===== config.mk =====
export PLATFORM = sky130hd
export DESIGN_NAME = rv_regfile
export DESIGN_NICKNAME = d
export VERILOG_FILES = /design/src/hw/rv_regfile.sv
export VERILOG_INCLUDE_DIRS = /design/src /design/src/common
export SDC_FILE = /design/constraint.sdc
export NUM_CORES = 2
export LEC_CHECK = 0
export BUFFER_PORTS_ARGS = -buffer_cell sky130_fd_sc_hd__buf_2
export CORE_MARGIN = 4
export CORE_UTILIZATION = 40
export DETAILED_ROUTE_END_ITERATION = 12
export GPL_ROUTABILITY_DRIVEN = 1
export GPL_TIMING_DRIVEN = 1
export PLACE_DENSITY_LB_ADDON = 0.2
export SYNTH_ARGS = -nofsm -noshare
export SYNTH_HDL_FRONTEND = slang
export SYNTH_SLANG_ARGS = --single-unit

===== constraint.sdc =====
create_clock -name clk -period 2.32 [get_ports clk]
set_input_delay 0.348 -clock clk [delete_from_list [all_inputs] [get_ports clk]]
set_output_delay 0.348 -clock clk [all_outputs]
set_load 0.02 [all_outputs]

===== src/common/rv_cfg.svh =====
// core width, reset pc and register count macros
`ifndef RV_CFG_SVH
`define RV_CFG_SVH

// data and address width
`define RV_XLEN 64

// pc after reset
`define RV_PC_RESET 64'h0

// integer register count, x0 included
`define RV_NREGS 32

`endif

===== src/hw/rv_regfile.sv =====
// integer register file, two read ports and one write port
`default_nettype none
`include "rv_cfg.svh"

module rv_regfile (
  input  logic                         clk,
  input  logic                         rst_n,
  input  logic [$clog2(`RV_NREGS)-1:0] rs1,
  input  logic [$clog2(`RV_NREGS)-1:0] rs2,
  input  logic [$clog2(`RV_NREGS)-1:0] rd,
  input  logic                         wen,
  input  logic [`RV_XLEN-1:0]          wdata,
  output logic [`RV_XLEN-1:0]          rdata1,
  output logic [`RV_XLEN-1:0]          rdata2
);

  logic [`RV_XLEN-1:0] regs [`RV_NREGS];

  // whole file clears on reset, x0 never written
  always_ff @(posedge clk or negedge rst_n) begin
    if (!rst_n) begin
      for (int i = 0; i < `RV_NREGS; i++) begin
        regs[i] <= '0;
      end
    end else if (wen && rd != '0) begin
      regs[rd] <= wdata;
    end
  end

  // combinational reads, same cycle as decode
  assign rdata1 = regs[rs1];
  assign rdata2 = regs[rs2];

endmodule

`default_nettype wire


# == Word level (Yosys, flattened, before mapping) ==
# Index checks and enable logic that the tools add are counted.
# word_totals
latch_bits,0
register_bits,2048
mem_bits_ro,0
ram_bits,0
input_bits,82
wordCells,51
memories,0
# op_classes
div,0
shifts,0
bitwise,3
eq_ne,0
addsub,0
n_reduce_logical,3
mux,9
multipliers,0
order_cmp,4
# op_table
cell,n
$bwmux 2048,1
$bmux 64 s5,2
$demux 64 s5,1
$mux 64,5
$ge 6x6->1 const B,3
$not 5->6,3
$lt 6x1->1 const B,1
$reduce_bool 5->1,1
$logic_and 1x1->1,2

# == Depth between registers and ports, before layout ==
# logic_depth
ltp_word,6
mapped_depth,9
mapped_depth_nobuf,4

# == Least setup slack after synthesis ==
# Ideal clock, no wire load.
# synth_path
path_kind,input to output
from,input rs2[0]
to,output rdata2[20]
path_stages,8
path_slack_ps,-301
n_path_buf,6
t_required_ps,1972
t_arrival_ps,2273
path_cell_list,buf_2 buf_4 buf_4 buf_2 buf_4 clkbuf_1 a211oi_1 o31ai_1
# synth_between
elab_chain_len,4
# synth_rtl
element,line_no,source
from (decl),rv_regfile.sv:9,"input logic [$clog2(`RV_NREGS)-1:0] rs2,"
$not 5->6 (implied by the code),rv_regfile.sv:32,assign rdata2 = regs[rs2];
$bmux 64 s5,rv_regfile.sv:32,
$mux 64 (implied by the code) (2 in a row),rv_regfile.sv:32,
to (decl),rv_regfile.sv:14,output logic [`RV_XLEN-1:0] rdata2
# Every way passes these cells. The select of a mux whose other input is x is not followed.

# == Worst setup path in the final report ==
# layout_path
from,register regs[520] (netlist bit)
to,output rdata1[8]
# layout_between
elab_chain_len,3
# layout_rtl
element,line_no,source
from (decl),rv_regfile.sv:17,logic [`RV_XLEN-1:0] regs [`RV_NREGS];
"from (signal, indexed assignment)",rv_regfile.sv:26,regs[rd] <= wdata;
$bmux 64 s5,rv_regfile.sv:31,assign rdata1 = regs[rs1];
$mux 64 (implied by the code) (2 in a row),rv_regfile.sv:31,
to (decl),rv_regfile.sv:13,"output logic [`RV_XLEN-1:0] rdata1,"
# Every way passes these cells. The select of a mux whose other input is x is not followed.

==> results.json <==
{
  "reg_top3": "regs (2048)",
  "area_growth_pct": 21.93,
  "cts.clk_slew.worst_paths_ns": 0.06,
  "globalplace.congestion": 0.8172,
  "rr_worst_depth": 4,
  "cts_buffers": 234,
  "start_util": 0.4020,
  "crit_fanout": 2,
  "largest_register_ffs": 2048,
  "crit_chain": "mux4_2 > mux4_2 > mux2_4 > buf_6",
  "avgRoutedWirePerCell_um": 33.24,
  "via_count": 66632,
  "cp_common_cell": "mux4_2",
  "hp-start": "wdata[39]",
  "cts_tree": "built",
  "power_density_nw_per_um2": 865.4,
  "ys_ff_latch": 2048,
  "hpwlAfterDp_um": 232100,
  "switching_power_uw": 30510,
  "cp.required_ns": 1.97,
  "wl_um": 358900,
  "drt_iter0_markers": 4862,
  "crit_path_end_kind": "output pin",
  "status": "complete, but fails checks",
  "maxSlewHeadroom": 0.2214,
  "io_pins": 210,
  "cp_top_family": "multiplexers",
  "pwr-share-comb": 0.230,
  "root_buffer": "clkbuf_16",
  "fmax_ghz": 0.3181,
  "yosysSeqAreaShare": 0.4758,
  "period_share": 1.355,
  "r2r_end": "regs[41]",
  "cp-start-kind": "flip-flop",
  "layout-drive-gt1-share": 0.6783,
  "clockPowerShare": 0.351,
  "largest-register": "regs",
  "clk_latency_ns": 0.86,
  "ant_nets": 0,
  "grt_max_degree": 117,
  "slowest_stage": "mux4_2",
  "peakVddDrop_v": 0.0006477,
  "finalHoldViolations": 0,
  "synth_area_um2": 107700,
  "fin_ws_ns": -0.8238,
  "postPlaceCellArea_um2": 120200,
  "hold_end": "regs[1255]",
  "routed_via_density": 6.172,
  "nets": 7116,
  "ctsHtreeMaxLevel": 4,
  "fp.dieW_um": 526.9,
  "path_buf_inv": 1,
  "synth_cell_types": 30,
  "intPower_uw": 83140,
  "antenna_found_initial": 31,
  "die_y_um": 526.9,
  "violations": "setup timing",
  "p_leak_uw": 0.05686,
  "finalSetupViolations": 128,
  "tightestPinTransition_ns": 1.165,
  "syn_nets": 6594,
  "arrival_ns": 2.80,
  "clock_sinks": 2048,
  "reg2reg_from": "regs[41]",
  "core_area_um2": 267900,
  "maxCapViolCount": 0,
  "fin_area_um2": 131300,
  "grt_pass1_vias": 70920,
  "io_buffers": 209,
  "grt_pass1_wl_um": 525600,
  "drt_pass1_iterations": 7,
  "cts.path.max_buffers": 4,
  "pwr-share-seq": 0.419,
  "crit_path_max_incr_delay_ns": 0.51,
  "r2r_slack_ns": 1.22,
  "drcViolationCount": 0,
  "slew_violations": 0,
  "skew_ns": 0,
  "synth_area_per_cell_um2": 16.54,
  "hold_path_class": "in2reg",
  "criticalPathCategory": "reg2out",
  "fin_crit_ns": 3.144,
  "fill_cells": 22351,
  "yosysWarnings": 0,
  "sw_frac_of_total": 0.2685,
  "final_core_util": 0.4902,
  "std_cell_rows": 190,
  "grt-ovfl-total": 0,
  "holdPathStages": 2,
  "die_area_um2": 277600,
  "grt_usage": 0.2576,
  "rsz0062_at_grt": "yes",
  "syn_inst": 6512
}
==> logic make-up after synthesis <==
family,Yosys count,synth area share
muxes,3440,0.4777
AOI/OAI and AO/OA,156,0.01121
buffers and inverters,774,0.03080
DFF,2048,0.4758
and+or+nand+nor,94,0.004449
==> area by class of cell <==
type	instances	area, um2	share of cell area
Multi-Input combinational cell	3690	54960	0.4185
Tap cell	3552	4444	0.03384
Inverter	1	6.256	0.00004764
Antenna cell	16	40.04	0.0003049
Sequential cell	2048	51250	0.3902
Clock buffer	325	6750	0.05140
Clock inverter	105	1515	0.01154
Timing Repair Buffer	1059	12370	0.09417
==> cell usage after synthesis <==
cell / instances / area [um2]
a21oi_1: 9 / 45.04
mux4_2: 1145 / 25790
nor3b_1: 1 / 7.510
a211o_1: 9 / 78.83
a221o_1: 26 / 260.3
buf_4: 27 / 202.7
dfrtp_1: 2048 / 51250
and2_0: 2 / 12.51
a22o_1: 9 / 78.83
nor3_2: 4 / 40.04
a211oi_1: 3 / 22.52
o22a_1: 3 / 26.28
nor2_1: 27 / 101.4
inv_1: 1 / 3.750
and3_1: 6 / 37.54
nor2b_1: 20 / 125.1
nand4_1: 2 / 12.51
mux2i_1: 144 / 1441
nand3_1: 6 / 30.03
nand2b_1: 5 / 31.28
buf_6: 5 / 56.30
buf_1: 36 / 135.1
nand2_1: 20 / 75.07
mux2_2: 2151 / 24220
and2_1: 1 / 6.260
o31ai_1: 3 / 22.52
a221oi_1: 34 / 297.8
o22ai_1: 60 / 375.4
clkbuf_1: 487 / 1828
buf_2: 218 / 1091
==> worst register-to-register path: stages (launching register included) <==
cell and delay, ns:
dfrtp_1 0.39, buf_6 0.12, buf_4 0.12, buf_4 0.12, mux2_2 0.24
==> what timing repair did <==
| item | CTS | global route |
|---|---|---|
| pin swaps | 48 | 28 |
| setup buffers | 91 | 27 |
| hold buffers | 1 | 0 |
| resized for setup | 424 | 57 |
| endpoints found under the setup margin | 128 | 128 |
| endpoints found under the hold margin | 874 | 0 |
==> worst max-delay path by stage <==
stage	start	to	slack, ns	cells past startpoint
finish	regs[520]	rdata1[8]	-0.82	4
global route	regs[49]	rdata1[49]	-0.89	4
CTS	regs[520]	rdata1[8]	-0.88	4
detailed placement	rs1[0]	rdata1[57]	-0.62	9
global placement	rs1[0]	rdata1[57]	-0.63	9
floorplan	rs2[0]	rdata2[25]	-0.10	6
==> stage by stage <==
stage                     power [uW]  std cells  setup slack, ns  hold WS [ns]  setup TNS (ns)
final                         113700      10796          -0.8238       0.07383          -84.03
after global routing          118300      10786          -0.8867       0.06044          -94.74
after CTS                     114100      10755          -0.8756       0.01544          -92.09
after detailed placement       72050      10240          -0.6209        0.3741          -61.60
after global placement         71170      10240          -0.6255        0.3767          -61.50
after floorplan                63850       6512          -0.1025       0.05241          -3.884
==> cells in the final DEF (no fill, tap or decap), types with 70 or more instances in the layout <==
cell type,netlist,final
buf_12,0,317
buf_2,218,70
buf_4,27,512
buf_6,5,152
clkbuf_16,0,236
dfrtp_1,2048,2048
mux2_2,2151,2038
mux2_4,0,113
mux2i_1,144,130
mux4_2,1145,1145
==> routing by layer <==
layer,vias up,GRT usage,wire [um]
li1,26662,-,-
met1,37269,0.3579,153100
met2,2090,0.4215,174400
met3,601,0.04089,19490
met4,10,0.07314,11820
met5,-,0,66
==> power groups by stage <==
stage                     combinational, uW  clock [uW]  sequential, uW
after floorplan                       17700           0           46100
after global placement                23500           0           47700
after detailed placement              24000           0           48100
after CTS                             26000       40700           47400
after global routing                  27800       42200           48400
final                                 26100       39900           47600
No activity file was read; power rests on OpenSTA's default activity.
