File: config.mk
export PLATFORM = sky130hd
export DESIGN_NAME = rv_result_flat
export DESIGN_NICKNAME = d
export VERILOG_FILES = /design/src/common/rv_pkg.sv /design/src/common/rv_dec_if.sv /design/src/hw/rv_result.sv /design/src/flat_wrapper.sv
export VERILOG_INCLUDE_DIRS = /design/src /design/src/common
export SDC_FILE = /design/constraint.sdc
export NUM_CORES = 1
export LEC_CHECK = 0
export BUFFER_PORTS_ARGS = -buffer_cell sky130_fd_sc_hd__buf_2
export CAP_MARGIN = 40
export CORE_AREA = 2 2 260 262
export DETAILED_ROUTE_END_ITERATION = 8
export DIE_AREA = 0 0 262 264
export HOLD_SLACK_MARGIN = 0.08
export PLACE_DENSITY = 0.34
export SYNTH_ARGS = -nofsm -noshare
export SYNTH_HDL_FRONTEND = slang
export SYNTH_SLANG_ARGS = --single-unit
File: constraint.sdc
create_clock -name clk -period 3.57 [get_ports clk]
set_clock_uncertainty 0.05 [all_clocks]
set_input_delay 0.357 -clock clk [delete_from_list [all_inputs] [get_ports clk]]
set_output_delay 0.357 -clock clk [all_outputs]
set_load 0.03 [all_outputs]
File: src/common/rv_cfg.svh
// core width, reset pc and register count macros
`ifndef RV_CFG_SVH
`define RV_CFG_SVH

// data and address width
`define RV_XLEN 64

// pc after reset
`define RV_PC_RESET 64'h0

// integer register count, x0 included
`define RV_NREGS 32

`endif
File: src/common/rv_pkg.sv
// opcode, alu operation, write-back source and operand a types
`default_nettype none

package rv_pkg;

  // major opcodes of the supported subset
  typedef enum logic [6:0] {
    OP_LUI    = 7'b0110111,
    OP_AUIPC  = 7'b0010111,
    OP_JAL    = 7'b1101111,
    OP_JALR   = 7'b1100111,
    OP_BRANCH = 7'b1100011,
    OP_LOAD   = 7'b0000011,
    OP_STORE  = 7'b0100011,
    OP_IMM    = 7'b0010011,
    OP_REG    = 7'b0110011,
    OP_SYSTEM = 7'b1110011
  } opcode_t;

  // last four give 1 or 0 for branch decisions
  typedef enum logic [3:0] {
    ALU_ADD, ALU_SUB, ALU_AND, ALU_OR, ALU_XOR,
    ALU_SLT, ALU_SLTU, ALU_SLL, ALU_SRL, ALU_PASS_B,
    ALU_EQ, ALU_NE, ALU_LT, ALU_GE
  } alu_op_t;

  // link means pc plus 4
  typedef enum logic [1:0] {
    WB_ALU, WB_MEM, WB_LINK
  } wb_src_t;

  typedef enum logic {
    OPA_REG, OPA_PC
  } op_a_src_t;

endpackage

`default_nettype wire

File: src/common/rv_dec_if.sv
// decoded instruction bundle between decode, execute and result
`default_nettype none
`include "rv_cfg.svh"

interface rv_dec_if import rv_pkg::*; ();

  // register indices
  logic [$clog2(`RV_NREGS)-1:0] rd;
  logic [$clog2(`RV_NREGS)-1:0] rs1;
  logic [$clog2(`RV_NREGS)-1:0] rs2;
  // sign-extended immediate
  logic [`RV_XLEN-1:0] imm;
  logic                use_imm;
  op_a_src_t           op_a;
  alu_op_t             alu_op;
  // flow and memory flags
  logic                is_branch;
  logic                is_jump;
  logic                is_load;
  logic                is_store;
  // write-back control
  logic                reg_wen;
  wb_src_t             wb_src;
  // stop causes
  logic                illegal;
  logic                ebreak;

  modport dec (
    output rd, rs1, rs2, imm, use_imm, op_a, alu_op, is_branch, is_jump,
           is_load, is_store, reg_wen, wb_src, illegal, ebreak
  );

  modport exe (
    input imm, use_imm, op_a, alu_op, is_branch, is_jump
  );

  modport res (
    input rd, is_load, is_store, reg_wen, wb_src, illegal, ebreak
  );

endinterface

`default_nettype wire

File: src/hw/rv_result.sv
// pc register, wishbone master, write-back select and retire trace
`default_nettype none
`include "rv_cfg.svh"

module rv_result import rv_pkg::*; (
  input  logic                         clk,
  input  logic                         rst_n,
  rv_dec_if.res                        dec,
  input  logic [`RV_XLEN-1:0]          alu_result,
  input  logic [`RV_XLEN-1:0]          next_pc,
  input  logic [`RV_XLEN-1:0]          rdata2,
  input  logic [`RV_XLEN-1:0]          wb_rdata,
  input  logic                         wb_ack,
  output logic [`RV_XLEN-1:0]          pc,
  output logic [`RV_XLEN-1:0]          wb_adr,
  output logic [`RV_XLEN-1:0]          wb_wdata,
  output logic                         wb_we,
  output logic                         wb_cyc,
  output logic                         wb_stb,
  output logic                         reg_wen,
  output logic [`RV_XLEN-1:0]          reg_wdata,
  output logic                         halt,
  output logic                         illegal,
  output logic                         retire_valid,
  output logic [`RV_XLEN-1:0]          retire_pc,
  output logic [$clog2(`RV_NREGS)-1:0] retire_rd,
  output logic [`RV_XLEN-1:0]          retire_wdata,
  output logic                         retire_wen
);

  logic mem_op;
  logic retire;
  logic wen_eff;

  assign mem_op = dec.is_load | dec.is_store;

  // bus request straight from decode, held until ack
  assign wb_cyc   = mem_op && !halt;
  assign wb_stb   = wb_cyc;
  assign wb_we    = dec.is_store;
  assign wb_adr   = alu_result;
  assign wb_wdata = rdata2;

  // memory ops finish on ack, the rest in one cycle
  assign retire = !halt && (!mem_op || wb_ack);

  // x0 writes are dropped here so the trace never shows them
  assign wen_eff = dec.reg_wen && (dec.rd != '0);

  always_comb begin
    case (dec.wb_src)
      WB_MEM:  reg_wdata = wb_rdata;
      WB_LINK: reg_wdata = pc + `RV_XLEN'd4;
      default: reg_wdata = alu_result;
    endcase
  end

  assign reg_wen = retire && wen_eff;

  // trace of the instruction at the current pc
  assign retire_valid = retire;
  assign retire_pc    = pc;
  assign retire_rd    = dec.rd;
  assign retire_wen   = wen_eff;
  assign retire_wdata = wen_eff ? reg_wdata : '0;

  always_ff @(posedge clk or negedge rst_n) begin
    if (!rst_n) begin
      pc      <= `RV_PC_RESET;
      halt    <= 1'b0;
      illegal <= 1'b0;
    end else if (retire) begin
      if (dec.ebreak || dec.illegal) begin
        // pc frozen, fetch effectively stops
        halt    <= 1'b1;
        illegal <= dec.illegal;
      end else begin
        pc <= next_pc;
      end
    end
  end

endmodule

`default_nettype wire

File: src/flat_wrapper.sv
// flat-port wrapper written by rule: the top's interface ports become plain ports
module rv_result_flat import rv_pkg::*;
  (clk, rst_n, alu_result, next_pc, rdata2, wb_rdata, wb_ack, pc, wb_adr, wb_wdata, wb_we, wb_cyc, wb_stb, reg_wen, reg_wdata, halt, illegal, retire_valid, retire_pc, retire_rd, retire_wdata, retire_wen, dec_rd, dec_is_load, dec_is_store, dec_reg_wen, dec_wb_src, dec_illegal, dec_ebreak);
  rv_dec_if dec_i ();
  input  logic clk;
  input  logic rst_n;
  input  logic [`RV_XLEN-1:0] alu_result;
  input  logic [`RV_XLEN-1:0] next_pc;
  input  logic [`RV_XLEN-1:0] rdata2;
  input  logic [`RV_XLEN-1:0] wb_rdata;
  input  logic wb_ack;
  output logic [`RV_XLEN-1:0] pc;
  output logic [`RV_XLEN-1:0] wb_adr;
  output logic [`RV_XLEN-1:0] wb_wdata;
  output logic wb_we;
  output logic wb_cyc;
  output logic wb_stb;
  output logic reg_wen;
  output logic [`RV_XLEN-1:0] reg_wdata;
  output logic halt;
  output logic illegal;
  output logic retire_valid;
  output logic [`RV_XLEN-1:0] retire_pc;
  output logic [$clog2(`RV_NREGS)-1:0] retire_rd;
  output logic [`RV_XLEN-1:0] retire_wdata;
  output logic retire_wen;
  input wire logic [$bits(dec_i.rd)-1:0] dec_rd;
  input wire logic [$bits(dec_i.is_load)-1:0] dec_is_load;
  input wire logic [$bits(dec_i.is_store)-1:0] dec_is_store;
  input wire logic [$bits(dec_i.reg_wen)-1:0] dec_reg_wen;
  input wire logic [$bits(dec_i.wb_src)-1:0] dec_wb_src;
  input wire logic [$bits(dec_i.illegal)-1:0] dec_illegal;
  input wire logic [$bits(dec_i.ebreak)-1:0] dec_ebreak;
  assign dec_i.rd = dec_rd;
  assign dec_i.is_load = dec_is_load;
  assign dec_i.is_store = dec_is_store;
  assign dec_i.reg_wen = dec_reg_wen;
  assign dec_i.wb_src = dec_wb_src;
  assign dec_i.illegal = dec_illegal;
  assign dec_i.ebreak = dec_ebreak;
  rv_result u_core (.clk(clk), .rst_n(rst_n), .dec(dec_i), .alu_result(alu_result), .next_pc(next_pc), .rdata2(rdata2), .wb_rdata(wb_rdata), .wb_ack(wb_ack), .pc(pc), .wb_adr(wb_adr), .wb_wdata(wb_wdata), .wb_we(wb_we), .wb_cyc(wb_cyc), .wb_stb(wb_stb), .reg_wen(reg_wen), .reg_wdata(reg_wdata), .halt(halt), .illegal(illegal), .retire_valid(retire_valid), .retire_pc(retire_pc), .retire_rd(retire_rd), .retire_wdata(retire_wdata), .retire_wen(retire_wen));
endmodule
# After elaboration in Yosys (flattened, before gate mapping)
# Index checks and enable logic that the tools add are counted.
[totals]
register_bits = 66
in_bits = 271
output_inout_bits = 397
elab_cells = 21
[classes]
add_sub_neg = 1
n_eq_ne = 2
muxes = 2
n_bitwise = 2
reduce_logical = 11
[ops]
columns = ["cell", "count"]
rows = [
  ["case mux 64 bit (2 select lines)", 1],
  ["adder 64 x 3 -> 64 bit, second input constant", 1],
  ["two-way mux 64 bit", 1],
  ["nonzero test 5 bit", 1],
  ["logical AND 1 bit", 4],
  ["AND reduction 2 bit", 2],
  ["== test 2 x 1 -> 1 bit, second input constant", 1],
  ["== test 2 bit, second input constant", 1],
  ["zero test 1 bit", 2],
  ["logical OR 1 bit", 2],
  ["NOT 1 bit", 1],
  ["OR 1 bit", 1],
]

# Depth between registers and ports, before layout
[logic_depth]
ltp_word = 5
ltp_mapped = 9
mapped_depth_nobuf = 8

# Worst setup path before layout
# Ideal clock, no wire load.
[synth_path]
path_kind = "register to output"
from = "register u_core.pc[2]"
to = "output port retire_wdata[62]"
t_arrival_ns = 3.063
required_time_ns = 3.163
setup_slack_ns = 0.100
path_stages_with_launch = 9
path_buffers = 1
path_cell_list = "dfrtp_1 > ha_1 > clkbuf_1 > nand4_1 > nor4_2 > and3_1 > a21oi_1 > o21a_1 > nor4_1"
[synth_between]
elab_chain_len = 3
[synth_lines]
columns = ["element", "line_no", "rtl"]
rows = [
  ["start, declared", "rv_result.sv:14", "output logic [`RV_XLEN-1:0] pc,"],
  ["start signal, assigned", "rv_result.sv:69", "pc <= `RV_PC_RESET;"],
  ["start signal, assigned", "rv_result.sv:78", "pc <= next_pc;"],
  ["adder 64 x 3 -> 64 bit", "rv_result.sv:53", "WB_LINK: reg_wdata = pc + `RV_XLEN'd4;"],
  ["case mux 64 bit (2 select lines)", "rv_result.sv:51", "case (dec.wb_src)"],
  ["two-way mux 64 bit", "rv_result.sv:65", "assign retire_wdata = wen_eff ? reg_wdata : '0;"],
  ["end, declared", "flat_wrapper.sv:25", "output logic [`RV_XLEN-1:0] retire_wdata;"],
]
# No other way between the ends.

# Worst setup path in the final report
[layout_path]
from = "register u_core.pc[21]"
to = "output port retire_wdata[43]"
# The elaborated chain is that of the path after synthesis.

==> results_dict.tcl <==
set metrics [dict create \
    status "completed" \
    overflow 0 \
    syn_nets 1186 \
    wl_per_cell_um 25.7 \
    drcViolationCount 0 \
    portBuffers 539 \
    synthMuxAreaShare 0.0969 \
    path_clk_slew_ns 0.07 \
    path_cells "buf_4, nand3_1, buf_4, nor4b_1, nand4_1, xor2_1, o31ai_1, and2_1, buf_2" \
    synth_top_family_by_area "simple AND/OR/NAND/NOR gates" \
    hold_violations 0 \
    synth_cells 912 \
    synth_enable_flop_cells 0 \
    mostFrequentLayoutCells "buf_2 (537), nand2_1 (78), buf_4 (75)" \
    fin_area_sq_um 10600 \
    finalCriticalPeriod_ns 3.49 \
    start_kind "register" \
    peakVddDrop_v 0.000251 \
    layout_commonest_cell "buf_2" \
    syn_area_sq_um 7390 \
    std_cell_rows 95 \
    hold_path.class "primary input to register" \
    synth_compound_gate_area_share 0.151 \
    cts_buffers 9 \
    grt_first_pass_wirelength_mm 72.0 \
    cts.htree.levels 3 \
    cts_root_buffer "clkbuf_16" \
    drv_cap 0 \
    cp_data_arrival_time_ns 3.09 \
    min_to "u_core.pc[62]$_DFFE_PN0P_" \
    multi_input_area_sq_um 4130 \
    cp_common_cell "buf_4" \
    antenna_left 0 \
    final_layout_size_suffix_gt1_frac 0.571 \
    synth-simple-area-share 0.239 \
    routed_wl_mm 55.8 \
    grt_pass1_vias 8377 \
    min_period_over_period 0.979 \
    first_iter_violations 370 \
    slowest_delay_ns 0.39 \
    yosys_warnings 0 \
    clockBufferDepth 2 \
    tightest_slew_ns 0.682 \
    yosysSeqAreaShare 0.224 \
    dpl.hpwl_mm 46.7 \
    r2r_slack_ns 1.57 \
    antenna_found_initial 7 \
    num_vias 8492 \
    syn_to_final_growth_pct 42.8 \
    drtPass1Iterations 6 \
    grt_max_degree 70 \
    async_reset_ff_frac 1.00 \
    slew_violations 0 \
    yosys-top-cells-area "dfrtp_1 (22%), buf_4 (20%), mux2_2 (9.1%), nand2_1 (4.0%), and2_1 (4.0%)" \
    synth-xor-area-share 0.0486 \
    ioPinCount 668 \
    crit_slowest_cell "o31ai_1" \
    track_usage 0.154 \
    clock_latency_ns 0.38 \
    yosysTopAreaCellShare 0.224 \
    reg2reg_depth 4 \
    yosys.area_share.adder 0.00508 \
    yosysUniqueCellTypes 62 \
    timing.slew.headroom 0.546 \
    min_from "next_pc[62]" \
    dieArea_sq_um 69200 \
    setup_viol 0 \
    power.density_nw_per_um2 355 \
    viasPerCell 3.92 \
    regArea_sq_um 1660 \
    coreArea_sq_um 66600 \
    power_uw 3740 \
    fill_cells 7706 \
    worstSetupPathType "register to primary output" \
    critPathCaptureType "primary output" \
    crit_path_max_fanout 9 \
    dpl_cell_area_sq_um 10100 \
    min_path_cells 3 \
    synth.ff_latch_count 66 \
    tritoncts "built" \
    synthFlopType "dfrtp_1" \
    num-nets-final 1564 \
    syn_avg_cell_area_sq_um 8.10 \
    start_util 0.111 \
    crit-reg2reg-launch "u_core.halt$_DFFE_PN0P_" \
    max_freq_mhz 286 \
    whs_ns 0.125 \
    leakage_uw 0.00511 \
    gp_congestion 0.823 \
    r2r-end "u_core.pc[21]$_DFFE_PN0P_" \
    clkSinkCount 66 \
    synth_top_area_cell "dfrtp_1" \
    crit_required_ns 3.16 \
    rsz0062_at_grt "true" \
    fp.dieW_um 262 \
    die_y_um 264 \
]
[synth_stat cells (21+ instances only)]
cell type and instances:
nor4_1 21, nand2_1 79, nor2_1 24, a22oi_1 39, mux2_2 60, o21ai_0 43
a21oi_1 28, nand3_1 23, buf_4 199, and2_1 47, dfrtp_1 66, clkbuf_1 42
xnor2_1 25, nand4_1 36
[critical path, delay by kind of cell, from the launching register on]
family | cells | cell delay [ns]
simple gates | 4 | 1.05
buf+inv | 3 | 0.63
compound gates | 1 | 0.39
flops | 1 | 0.36
xor+xnor | 1 | 0.28
[routing by layer]
layer / wire (um) / vias to the layer above / track usage
met3: 4240 / 57 / 0.0459
met2: 27300 / 451 / 0.266
met1: 22000 / 4113 / 0.176
li1: - / 3865 / -
met5: 45 / - / 0.00214
met4: 2140 / 6 / 0.0605
[final cells by class]
cell class | count | area share
antenna | 1 | 0.000237
clock buffer | 9 | 0.0213
clock inverter | 7 | 0.00735
inverter | 14 | 0.00498
multi-input combinational | 583 | 0.391
sequential | 66 | 0.158
tap | 873 | 0.104
timing repair buffer | 616 | 0.314
[cells by family after synthesis]
family          count (synthesis)
mux                            64
simple gates                  308
flops                          66
buf+inv                       263
xor+xnor                       41
compound gates                167
fa+ha+maj                       3
[power breakdown]
group | switching (uW) | internal (uW) | total [uW] | leakage, uW
clock | 459 | 548 | 1010 | 0.000146
combinational | 1270 | 536 | 1810 | 0.00411
sequential | 110 | 816 | 926 | 0.000848
total | 1840 | 1900 | 3740 | 0.00511
[sequential cells by signal (all words and copies together) (netlist names)]
register	count
u_core.pc	64
u_core.halt	1
u_core.illegal	1
[timing repair]
| action | 4_1_cts | 5_1_grt |
|---|---|---|
| hold buffers | 1 | 0 |
| setup endpoints to repair | 14 | 22 |
| pin swaps | 1 | 5 |
| gates resized for setup | 11 | 15 |
| hold endpoints to repair | 19 | 0 |
| buffers inserted | 0 | 4 |
[worst max-delay path by stage]
| stage | startpoint | to | slack [ns] | cells after the start |
|---|---|---|---|---|
| after detailed placement | u_core.pc[13]$_DFFE_PN0P_ | retire_wdata[59] | 0.26 | 9 |
| after floorplan | u_core.pc[2]$_DFFE_PN0P_ | retire_wdata[62] | 0.10 | 8 |
| after global placement | u_core.pc[2]$_DFFE_PN0P_ | retire_wdata[59] | 0.28 | 10 |
| after CTS | u_core.pc[33]$_DFFE_PN0P_ | retire_wdata[61] | 0.001 | 7 |
| final | u_core.pc[21]$_DFFE_PN0P_ | retire_wdata[43] | 0.08 | 9 |
| after global routing | u_core.pc[8]$_DFFE_PN0P_ | retire_wdata[59] | -0.02 | 8 |
[metrics by stage]
stage / instances / utilization / TNS (ns) / worst slack, ns
floorplan: 912 / - / 0 / 0.100
global placement: 2146 / 0.151 / 0 / 0.280
detailed placement: 2147 / 0.152 / 0 / 0.264
CTS: 2164 / 0.157 / 0 / 0.00108
global route: 2168 / 0.158 / -0.0439 / -0.0235
finish: 2169 / 0.158 / 0 / 0.0758
Note: power is estimated with default switching activity, not from simulation.
