**config.mk**
```make
export PLATFORM = sky130hd
export DESIGN_NAME = rv_decode_flat
export DESIGN_NICKNAME = d
export VERILOG_FILES = /design/src/common/rv_pkg.sv /design/src/common/rv_dec_if.sv /design/src/hw/rv_decode.sv /design/src/flat_wrapper.sv
export VERILOG_INCLUDE_DIRS = /design/src /design/src/common
export SDC_FILE = /design/constraint.sdc
export NUM_CORES = 1
export LEC_CHECK = 0
export BUFFER_PORTS_ARGS = -buffer_cell sky130_fd_sc_hd__buf_2
export CAP_MARGIN = 10
export CORE_UTILIZATION = 32
export DETAILED_ROUTE_END_ITERATION = 7
export MAX_ROUTING_LAYER = met4
export PLACE_DENSITY = 0.76
export RECOVER_POWER = 25
export SYNTH_ARGS = -nofsm -noshare
export SYNTH_HDL_FRONTEND = slang
export SYNTH_SLANG_ARGS = --single-unit
```
**constraint.sdc**
```tcl
create_clock -name vclk -period 4.1
set_input_delay 0.82 -clock vclk [all_inputs]
set_output_delay 0.82 -clock vclk [all_outputs]
set_load 0.03 [all_outputs]
```
**src/common/rv_cfg.svh**
```systemverilog
// core width, reset pc and register count macros
`ifndef RV_CFG_SVH
`define RV_CFG_SVH

// data and address width
`define RV_XLEN 64

// pc after reset
`define RV_PC_RESET 64'h0

// integer register count, x0 included
`define RV_NREGS 32

`endif
```
**src/common/rv_pkg.sv**
```systemverilog
// opcode, alu operation, write-back source and operand a types
`default_nettype none

package rv_pkg;

  // major opcodes of the supported subset
  typedef enum logic [6:0] {
    OP_LUI    = 7'b0110111,
    OP_AUIPC  = 7'b0010111,
    OP_JAL    = 7'b1101111,
    OP_JALR   = 7'b1100111,
    OP_BRANCH = 7'b1100011,
    OP_LOAD   = 7'b0000011,
    OP_STORE  = 7'b0100011,
    OP_IMM    = 7'b0010011,
    OP_REG    = 7'b0110011,
    OP_SYSTEM = 7'b1110011
  } opcode_t;

  // last four give 1 or 0 for branch decisions
  typedef enum logic [3:0] {
    ALU_ADD, ALU_SUB, ALU_AND, ALU_OR, ALU_XOR,
    ALU_SLT, ALU_SLTU, ALU_SLL, ALU_SRL, ALU_PASS_B,
    ALU_EQ, ALU_NE, ALU_LT, ALU_GE
  } alu_op_t;

  // link means pc plus 4
  typedef enum logic [1:0] {
    WB_ALU, WB_MEM, WB_LINK
  } wb_src_t;

  typedef enum logic {
    OPA_REG, OPA_PC
  } op_a_src_t;

endpackage

`default_nettype wire

```
**src/common/rv_dec_if.sv**
```systemverilog
// decoded instruction bundle between decode, execute and result
`default_nettype none
`include "rv_cfg.svh"

interface rv_dec_if import rv_pkg::*; ();

  // register indices
  logic [$clog2(`RV_NREGS)-1:0] rd;
  logic [$clog2(`RV_NREGS)-1:0] rs1;
  logic [$clog2(`RV_NREGS)-1:0] rs2;
  // sign-extended immediate
  logic [`RV_XLEN-1:0] imm;
  logic                use_imm;
  op_a_src_t           op_a;
  alu_op_t             alu_op;
  // flow and memory flags
  logic                is_branch;
  logic                is_jump;
  logic                is_load;
  logic                is_store;
  // write-back control
  logic                reg_wen;
  wb_src_t             wb_src;
  // stop causes
  logic                illegal;
  logic                ebreak;

  modport dec (
    output rd, rs1, rs2, imm, use_imm, op_a, alu_op, is_branch, is_jump,
           is_load, is_store, reg_wen, wb_src, illegal, ebreak
  );

  modport exe (
    input imm, use_imm, op_a, alu_op, is_branch, is_jump
  );

  modport res (
    input rd, is_load, is_store, reg_wen, wb_src, illegal, ebreak
  );

endinterface

`default_nettype wire

```
**src/hw/rv_decode.sv**
```systemverilog
// rv64i subset instruction decoder
`default_nettype none
`include "rv_cfg.svh"

module rv_decode import rv_pkg::*; (
  input  logic [31:0] instr,
  rv_dec_if.dec       dec
);

  logic [2:0]          funct3;
  logic [6:0]          funct7;
  logic [`RV_XLEN-1:0] imm_i;
  logic [`RV_XLEN-1:0] imm_s;
  logic [`RV_XLEN-1:0] imm_b;
  logic [`RV_XLEN-1:0] imm_u;
  logic [`RV_XLEN-1:0] imm_j;

  assign funct3 = instr[14:12];
  assign funct7 = instr[31:25];

  // register fields sit at fixed positions for every format
  assign dec.rd  = instr[11:7];
  assign dec.rs1 = instr[19:15];
  assign dec.rs2 = instr[24:20];

  // immediates, all sign extended from bit 31
  assign imm_i = {{(`RV_XLEN-12){instr[31]}}, instr[31:20]};
  assign imm_s = {{(`RV_XLEN-12){instr[31]}}, instr[31:25], instr[11:7]};
  assign imm_b = {{(`RV_XLEN-13){instr[31]}}, instr[31], instr[7], instr[30:25],
                  instr[11:8], 1'b0};
  assign imm_u = {{(`RV_XLEN-32){instr[31]}}, instr[31:12], 12'b0};
  assign imm_j = {{(`RV_XLEN-21){instr[31]}}, instr[31], instr[19:12], instr[20],
                  instr[30:21], 1'b0};

  always_comb begin
    // defaults describe a no-op
    dec.imm       = imm_i;
    dec.use_imm   = 1'b0;
    dec.op_a      = OPA_REG;
    dec.alu_op    = ALU_ADD;
    dec.is_branch = 1'b0;
    dec.is_jump   = 1'b0;
    dec.is_load   = 1'b0;
    dec.is_store  = 1'b0;
    dec.reg_wen   = 1'b0;
    dec.wb_src    = WB_ALU;
    dec.illegal   = 1'b0;
    dec.ebreak    = 1'b0;
    case (instr[6:0])
      OP_LUI: begin
        dec.imm     = imm_u;
        dec.use_imm = 1'b1;
        dec.alu_op  = ALU_PASS_B;
        dec.reg_wen = 1'b1;
      end
      OP_AUIPC: begin
        dec.imm     = imm_u;
        dec.use_imm = 1'b1;
        dec.op_a    = OPA_PC;
        dec.reg_wen = 1'b1;
      end
      OP_JAL: begin
        // target is pc + imm through the alu
        dec.imm     = imm_j;
        dec.use_imm = 1'b1;
        dec.op_a    = OPA_PC;
        dec.is_jump = 1'b1;
        dec.reg_wen = 1'b1;
        dec.wb_src  = WB_LINK;
      end
      OP_JALR: begin
        dec.use_imm = 1'b1;
        dec.is_jump = 1'b1;
        dec.reg_wen = 1'b1;
        dec.wb_src  = WB_LINK;
        dec.illegal = (funct3 != 3'b000);
      end
      OP_BRANCH: begin
        // alu compares rs1 with rs2, imm kept for the target
        dec.imm       = imm_b;
        dec.is_branch = 1'b1;
        case (funct3)
          3'b000:  dec.alu_op = ALU_EQ;
          3'b001:  dec.alu_op = ALU_NE;
          3'b100:  dec.alu_op = ALU_LT;
          3'b101:  dec.alu_op = ALU_GE;
          default: dec.illegal = 1'b1;
        endcase
      end
      OP_LOAD: begin
        // ld only
        dec.use_imm = 1'b1;
        dec.is_load = 1'b1;
        dec.reg_wen = 1'b1;
        dec.wb_src  = WB_MEM;
        dec.illegal = (funct3 != 3'b011);
      end
      OP_STORE: begin
        // sd only
        dec.imm      = imm_s;
        dec.use_imm  = 1'b1;
        dec.is_store = 1'b1;
        dec.illegal  = (funct3 != 3'b011);
      end
      OP_IMM: begin
        dec.use_imm = 1'b1;
        dec.reg_wen = 1'b1;
        case (funct3)
          3'b000:  dec.alu_op = ALU_ADD;
          3'b010:  dec.alu_op = ALU_SLT;
          3'b100:  dec.alu_op = ALU_XOR;
          3'b110:  dec.alu_op = ALU_OR;
          3'b111:  dec.alu_op = ALU_AND;
          default: dec.illegal = 1'b1;
        endcase
      end
      OP_REG: begin
        dec.reg_wen = 1'b1;
        case ({funct7, funct3})
          10'b0000000_000: dec.alu_op = ALU_ADD;
          10'b0100000_000: dec.alu_op = ALU_SUB;
          10'b0000000_111: dec.alu_op = ALU_AND;
          10'b0000000_110: dec.alu_op = ALU_OR;
          10'b0000000_100: dec.alu_op = ALU_XOR;
          10'b0000000_010: dec.alu_op = ALU_SLT;
          10'b0000000_011: dec.alu_op = ALU_SLTU;
          10'b0000000_001: dec.alu_op = ALU_SLL;
          10'b0000000_101: dec.alu_op = ALU_SRL;
          default:         dec.illegal = 1'b1;
        endcase
      end
      OP_SYSTEM: begin
        // only the exact ebreak word is accepted
        dec.ebreak  = (instr == 32'h0010_0073);
        dec.illegal = (instr != 32'h0010_0073);
      end
      default: dec.illegal = 1'b1;
    endcase
    // nothing may write or move data on a bad encoding
    if (dec.illegal) begin
      dec.reg_wen   = 1'b0;
      dec.is_load   = 1'b0;
      dec.is_store  = 1'b0;
      dec.is_branch = 1'b0;
      dec.is_jump   = 1'b0;
    end
  end

endmodule

`default_nettype wire

```
**src/flat_wrapper.sv**
```systemverilog
// flat-port wrapper written by rule: the top's interface ports become plain ports
module rv_decode_flat import rv_pkg::*;
  (instr, dec_rd, dec_rs1, dec_rs2, dec_imm, dec_use_imm, dec_op_a, dec_alu_op, dec_is_branch, dec_is_jump, dec_is_load, dec_is_store, dec_reg_wen, dec_wb_src, dec_illegal, dec_ebreak);
  rv_dec_if dec_i ();
  input  logic [31:0] instr;
  output wire logic [$bits(dec_i.rd)-1:0] dec_rd;
  output wire logic [$bits(dec_i.rs1)-1:0] dec_rs1;
  output wire logic [$bits(dec_i.rs2)-1:0] dec_rs2;
  output wire logic [$bits(dec_i.imm)-1:0] dec_imm;
  output wire logic [$bits(dec_i.use_imm)-1:0] dec_use_imm;
  output wire logic [$bits(dec_i.op_a)-1:0] dec_op_a;
  output wire logic [$bits(dec_i.alu_op)-1:0] dec_alu_op;
  output wire logic [$bits(dec_i.is_branch)-1:0] dec_is_branch;
  output wire logic [$bits(dec_i.is_jump)-1:0] dec_is_jump;
  output wire logic [$bits(dec_i.is_load)-1:0] dec_is_load;
  output wire logic [$bits(dec_i.is_store)-1:0] dec_is_store;
  output wire logic [$bits(dec_i.reg_wen)-1:0] dec_reg_wen;
  output wire logic [$bits(dec_i.wb_src)-1:0] dec_wb_src;
  output wire logic [$bits(dec_i.illegal)-1:0] dec_illegal;
  output wire logic [$bits(dec_i.ebreak)-1:0] dec_ebreak;
  assign dec_rd = dec_i.rd;
  assign dec_rs1 = dec_i.rs1;
  assign dec_rs2 = dec_i.rs2;
  assign dec_imm = dec_i.imm;
  assign dec_use_imm = dec_i.use_imm;
  assign dec_op_a = dec_i.op_a;
  assign dec_alu_op = dec_i.alu_op;
  assign dec_is_branch = dec_i.is_branch;
  assign dec_is_jump = dec_i.is_jump;
  assign dec_is_load = dec_i.is_load;
  assign dec_is_store = dec_i.is_store;
  assign dec_reg_wen = dec_i.reg_wen;
  assign dec_wb_src = dec_i.wb_src;
  assign dec_illegal = dec_i.illegal;
  assign dec_ebreak = dec_i.ebreak;
  rv_decode u_core (.instr(instr), .dec(dec_i));
endmodule
```
# --- Word-level counts from Yosys, hierarchy flattened ---
# Cells that the tools add are included.
totals:
  ff_bits: 0
  latch_bits: 0
  ramBits: 0
  romBits: 0
  input_bits: 32
  output_inout_bits: 94
  mem_count: 0
classes:
  add_sub_neg: 0
  n_mul: 0
  div: 0
  order_cmp: 0
  eq_ne: 27
  shift: 0
  mux: 23
  bitwise: 0
  reduce_logical: 13
op_table:
  columns: ["op", "n"]
  rows:
  - ["case mux 31 bit (4 select lines)", 1]
  - ["== test 10 x 3 -> 1 bit, second input constant", 4]
  - ["== test 32 x 21 -> 1 bit, second input constant", 1]
  - ["!= test 32 x 21 -> 1 bit, second input constant", 1]
  - ["case mux 4 bit (4 select lines)", 2]
  - ["case mux 4 bit (8 select lines)", 1]
  - ["== test 7 bit, second input constant", 4]
  - ["== test 7 x 6 -> 1 bit, second input constant", 3]
  - ["== test 10 x 2 -> 1 bit, second input constant", 2]
  - ["two-way mux 1 bit", 16]
  - ["== test 7 x 5 -> 1 bit, second input constant", 2]
  - ["OR reduction 7 bit", 2]
  - ["== test 3 bit, second input constant", 4]
  - ["case mux 3 bit (4 select lines)", 1]
  - ["== test 10 x 1 -> 1 bit, second input constant", 1]
  - ["== test 10 x 9 -> 1 bit, second input constant", 1]
  - ["zero test 10 bit", 1]
  - ["OR reduction 9 bit", 1]
  - ["OR reduction 2 bit", 4]
  - ["== test 7 x 2 -> 1 bit, second input constant", 1]
  - ["case mux 1 bit (7 select lines)", 1]
  - ["OR reduction 5 bit", 1]
  - ["case mux 2 bit (2 select lines)", 1]
  - ["OR reduction 4 bit", 1]
  - ["6 further kinds", 6]

# --- Logic depth before layout (Yosys ltp) ---
logic_depth:
  word_depth: 5
  mapped_depth: 6

# --- Worst setup path after synthesis ---
# No wires, ideal clock.
synth_timing:
  path_type: "input port to output port"
  startpoint: "in instr[6]"
  endpoint: "out dec_alu_op[1]"
  arrival_time_ps: 2884
  required_time_ps: 3280
  setup_slack_ps: 396
  path_stages: 5
  path_buffers: 1
  path_cell_list: "buf_2 > nand3b_1 > nor4_1 > a31oi_1 > o21ai_1"
synth_via:
  elab_chain_cells: 2
  elab_cells_between_ends: 5
  classes_between: "eq/ne: 4; mux: 1"
synth_lines:
  columns: ["item", "line", "text"]
  rows:
  - ["start, declared", "flat_wrapper.sv:5", "input logic [31:0] instr;"]
  - ["== test 7 x 6 -> 1 bit (tied with other cells)", "rv_decode.sv:49", "case (instr[6:0])"]
  - ["case mux 4 bit (4 select lines) *", "rv_decode.sv:49", null]
  - ["end, declared", "flat_wrapper.sv:12", "output wire logic [$bits(dec_i.alu_op)-1:0] dec_alu_op;"]
# Mark *: on every way between the ends. The rest lies on a longest branch, timed or not.

# --- Final worst setup path ---
layout_timing:
  startpoint: "in instr[31]"
  endpoint: "out dec_alu_op[1]"
layout_via:
  elab_chain_cells: 3
  elab_cells_between_ends: 10
  classes_between: "eq/ne: 8; mux: 2"
layout_lines:
  columns: ["item", "line", "text"]
  rows:
  - ["== test 10 x 3 -> 1 bit (tied with other cells)", "rv_decode.sv:119", "case ({funct7, funct3})"]
  - ["case mux 4 bit (8 select lines) *", "rv_decode.sv:119", null]
  - ["case mux 4 bit (4 select lines) *", "rv_decode.sv:49", null]
# Marked as above.

==> flow_metrics.env <==
export IMPL_cp_data_required_time_ns=3.28
export IMPL_dr_pass1_iters=4
export IMPL_top_layer_used="met4"
export IMPL_period_share_pct=84.7
export IMPL_antenna_found_initial=0
export IMPL_avgSynthCellArea_um2=6.13
export IMPL_hp_class="input pin to output pin"
export IMPL_dp_cells=318
export IMPL_num_vias=1650
export IMPL_drcViolationCount=0
export IMPL_die_x_um=64.4
export IMPL_place_area_um2=1530
export IMPL_drive_gt1_share_pct=39.6
export IMPL_nFlopsAndLatches=0
export IMPL_start_kind="input pin"
export IMPL_final_common_cell="buf_2"
export IMPL_drt_iter0_drc=52
export IMPL_antenna_cells=0
export IMPL_grt_pass1_wl_mm=6.44
export IMPL_crit_path_max_fanout=37
export IMPL_powerDensity_nw_per_um2=144
export IMPL_cts_setup_buffers=0
export IMPL_post_drt_wl_per_cell_um=13.2
export IMPL_synthToLayoutAreaGrowth_pct=20.2
export IMPL_clock_buffers=0
export IMPL_wl_met3_um=379
export IMPL_core_um2=3690
export IMPL_synth_area_leaders="buf_4 30%, nand2_1 8.7%, a21o_1 6.6%"
export IMPL_p_leak_nw=0.768
export IMPL_met1_length_mm=1.66
export IMPL_stdcell_area_um2=1500
export IMPL_relSlewSlack_pct=31.1
export IMPL_die_h_um=64.4
export IMPL_yosysTopAreaCell="buf_4"
export IMPL_status="finished clean"
export IMPL_yosysSeqAreaShare_pct=0
export IMPL_final_antenna_net_count=0
export IMPL_ctsHoldBuffers=0
export IMPL_grt_pass1_vias=1331
export IMPL_dieArea_um2=4140
export IMPL_yosysUniqueCellTypes=44
export IMPL_synth_top_area_share_pct=29.5
export IMPL_grt_total_usage_pct=19.3
export IMPL_io_pins=126
export IMPL_route_met2_wl_mm=2.15
export IMPL_ys_warn_count=0
export IMPL_port_buffers=126
export IMPL_nNetsFinal=304
export IMPL_row_count=22
export IMPL_start_util_pct=33.8
export IMPL_dp_hpwl_mm=3.41
export IMPL_grt_setup_unrepaired="false"
export IMPL_grt_overflow_total=0
export IMPL_avgViaCountPerCell=5.19
export IMPL_tightest_slew_ns=1.03
export IMPL_post_cts_resized=0
export IMPL_whs_path_depth=2
export IMPL_ir_drop_mv=0.0400
export IMPL_drv_cap=0
export IMPL_fmax_ghz=0.288
export IMPL_critPathKind="input pin to output pin"
export IMPL_syn_nets=235
export IMPL_whs_ns=1.95
export IMPL_crit_arrival_ns=2.65
export IMPL_hold_viol=0
export IMPL_setup_viol=0
export IMPL_ff_latch_area_um2=0
export IMPL_slew_viol_final=0
export IMPL_endpoint_kind="output pin"
export IMPL_synthCells=203
export IMPL_gp_congestion=0.912
export IMPL_final_cell_count_no_fill=318
export IMPL_fin_crit_ns=3.47
export IMPL_netlist_area_um2=1240
export IMPL_grt_max_degree=38
export IMPL_finalSetupTns_ns=0
export IMPL_finalWirelength_mm=4.20
export IMPL_layout_common_cells="103 x buf_2, 29 x nand2_1, 23 x clkbuf_1, 11 x nor2_1, 11 x a21o_1"
==> power breakdown <==
part	switching, mW	internal, mW
registers	0	0
clock network	0	0
logic	0.159	0.0568
total	0.159	0.0568
==> cells by family (layout without fill, tap and decap cells) <==
| kind of cell | Yosys count | after routing | share of synthesized area [%] |
|---|---|---|---|
| xor gates and xnor gates | 1 | 1 | 0.704 |
| and+or+nand+nor | 89 | 89 | 37.7 |
| buffers and inverters | 66 | 133 | 35.7 |
| AOI/OAI and AO/OA | 47 | 47 | 25.9 |
==> cell usage after synthesis, drive strengths merged <==
library cell	number
or2	2
nand4b	1
o2111ai	2
a2111oi	1
inv	5
a211oi	2
nor4	9
nand2	29
o31a	1
or3	1
nand3	5
nor4b	2
nor3b	2
o31ai	1
or4bb	1
nand3b	3
and3	1
or4	1
nand4	1
nor2b	2
buf	54
nor3	6
a31oi	5
or3b	1
nor2	11
or4b	1
nand2b	3
and2	7
o32ai	2
clkbuf	7
a22oi	1
a32o	2
o21ai	12
xnor2	1
o21bai	1
a21o	11
a41oi	1
o22ai	1
a21oi	4
==> stage by stage <==
step                total power [mW]  worst slack, ns  utilization [%]
floorplan                      0.178            0.396                -
global placement               0.219            0.737             41.4
detailed placement             0.219            0.727             41.4
CTS                            0.219            0.727             41.4
global route                   0.231            0.381             40.6
finish                         0.216            0.627             40.6
==> worst max-delay path: stages <==
cell      delay, ns
clkbuf_1       0.41
or3_1          0.55
nor3_1         0.38
a31oi_1        0.14
o21ai_1        0.13
buf_2          0.20
==> area by class of cell <==
class / count / area, µm²
Fill cell: 448 / 2190
Multi-Input combinational cell: 137 / 801
Tap cell: 48 / 60.1
Inverter: 5 / 18.8
Timing Repair Buffer: 128 / 617
==> worst paths after layout <==
check | start | to | slack [ns]
worst max-delay path | instr[31] | dec_alu_op[1] | 0.63
worst min-delay path | instr[8] | dec_rd[1] | 1.95
==> per-layer routing <==
metal / GRT usage, % / up-vias
met2: 34.5 / 104
met1: 24.9 / 736
met4: 1.11 / 0
met3: 0.893 / 2
met5: - / -
li1: - / 808
(Power assumes the default switching activity.)
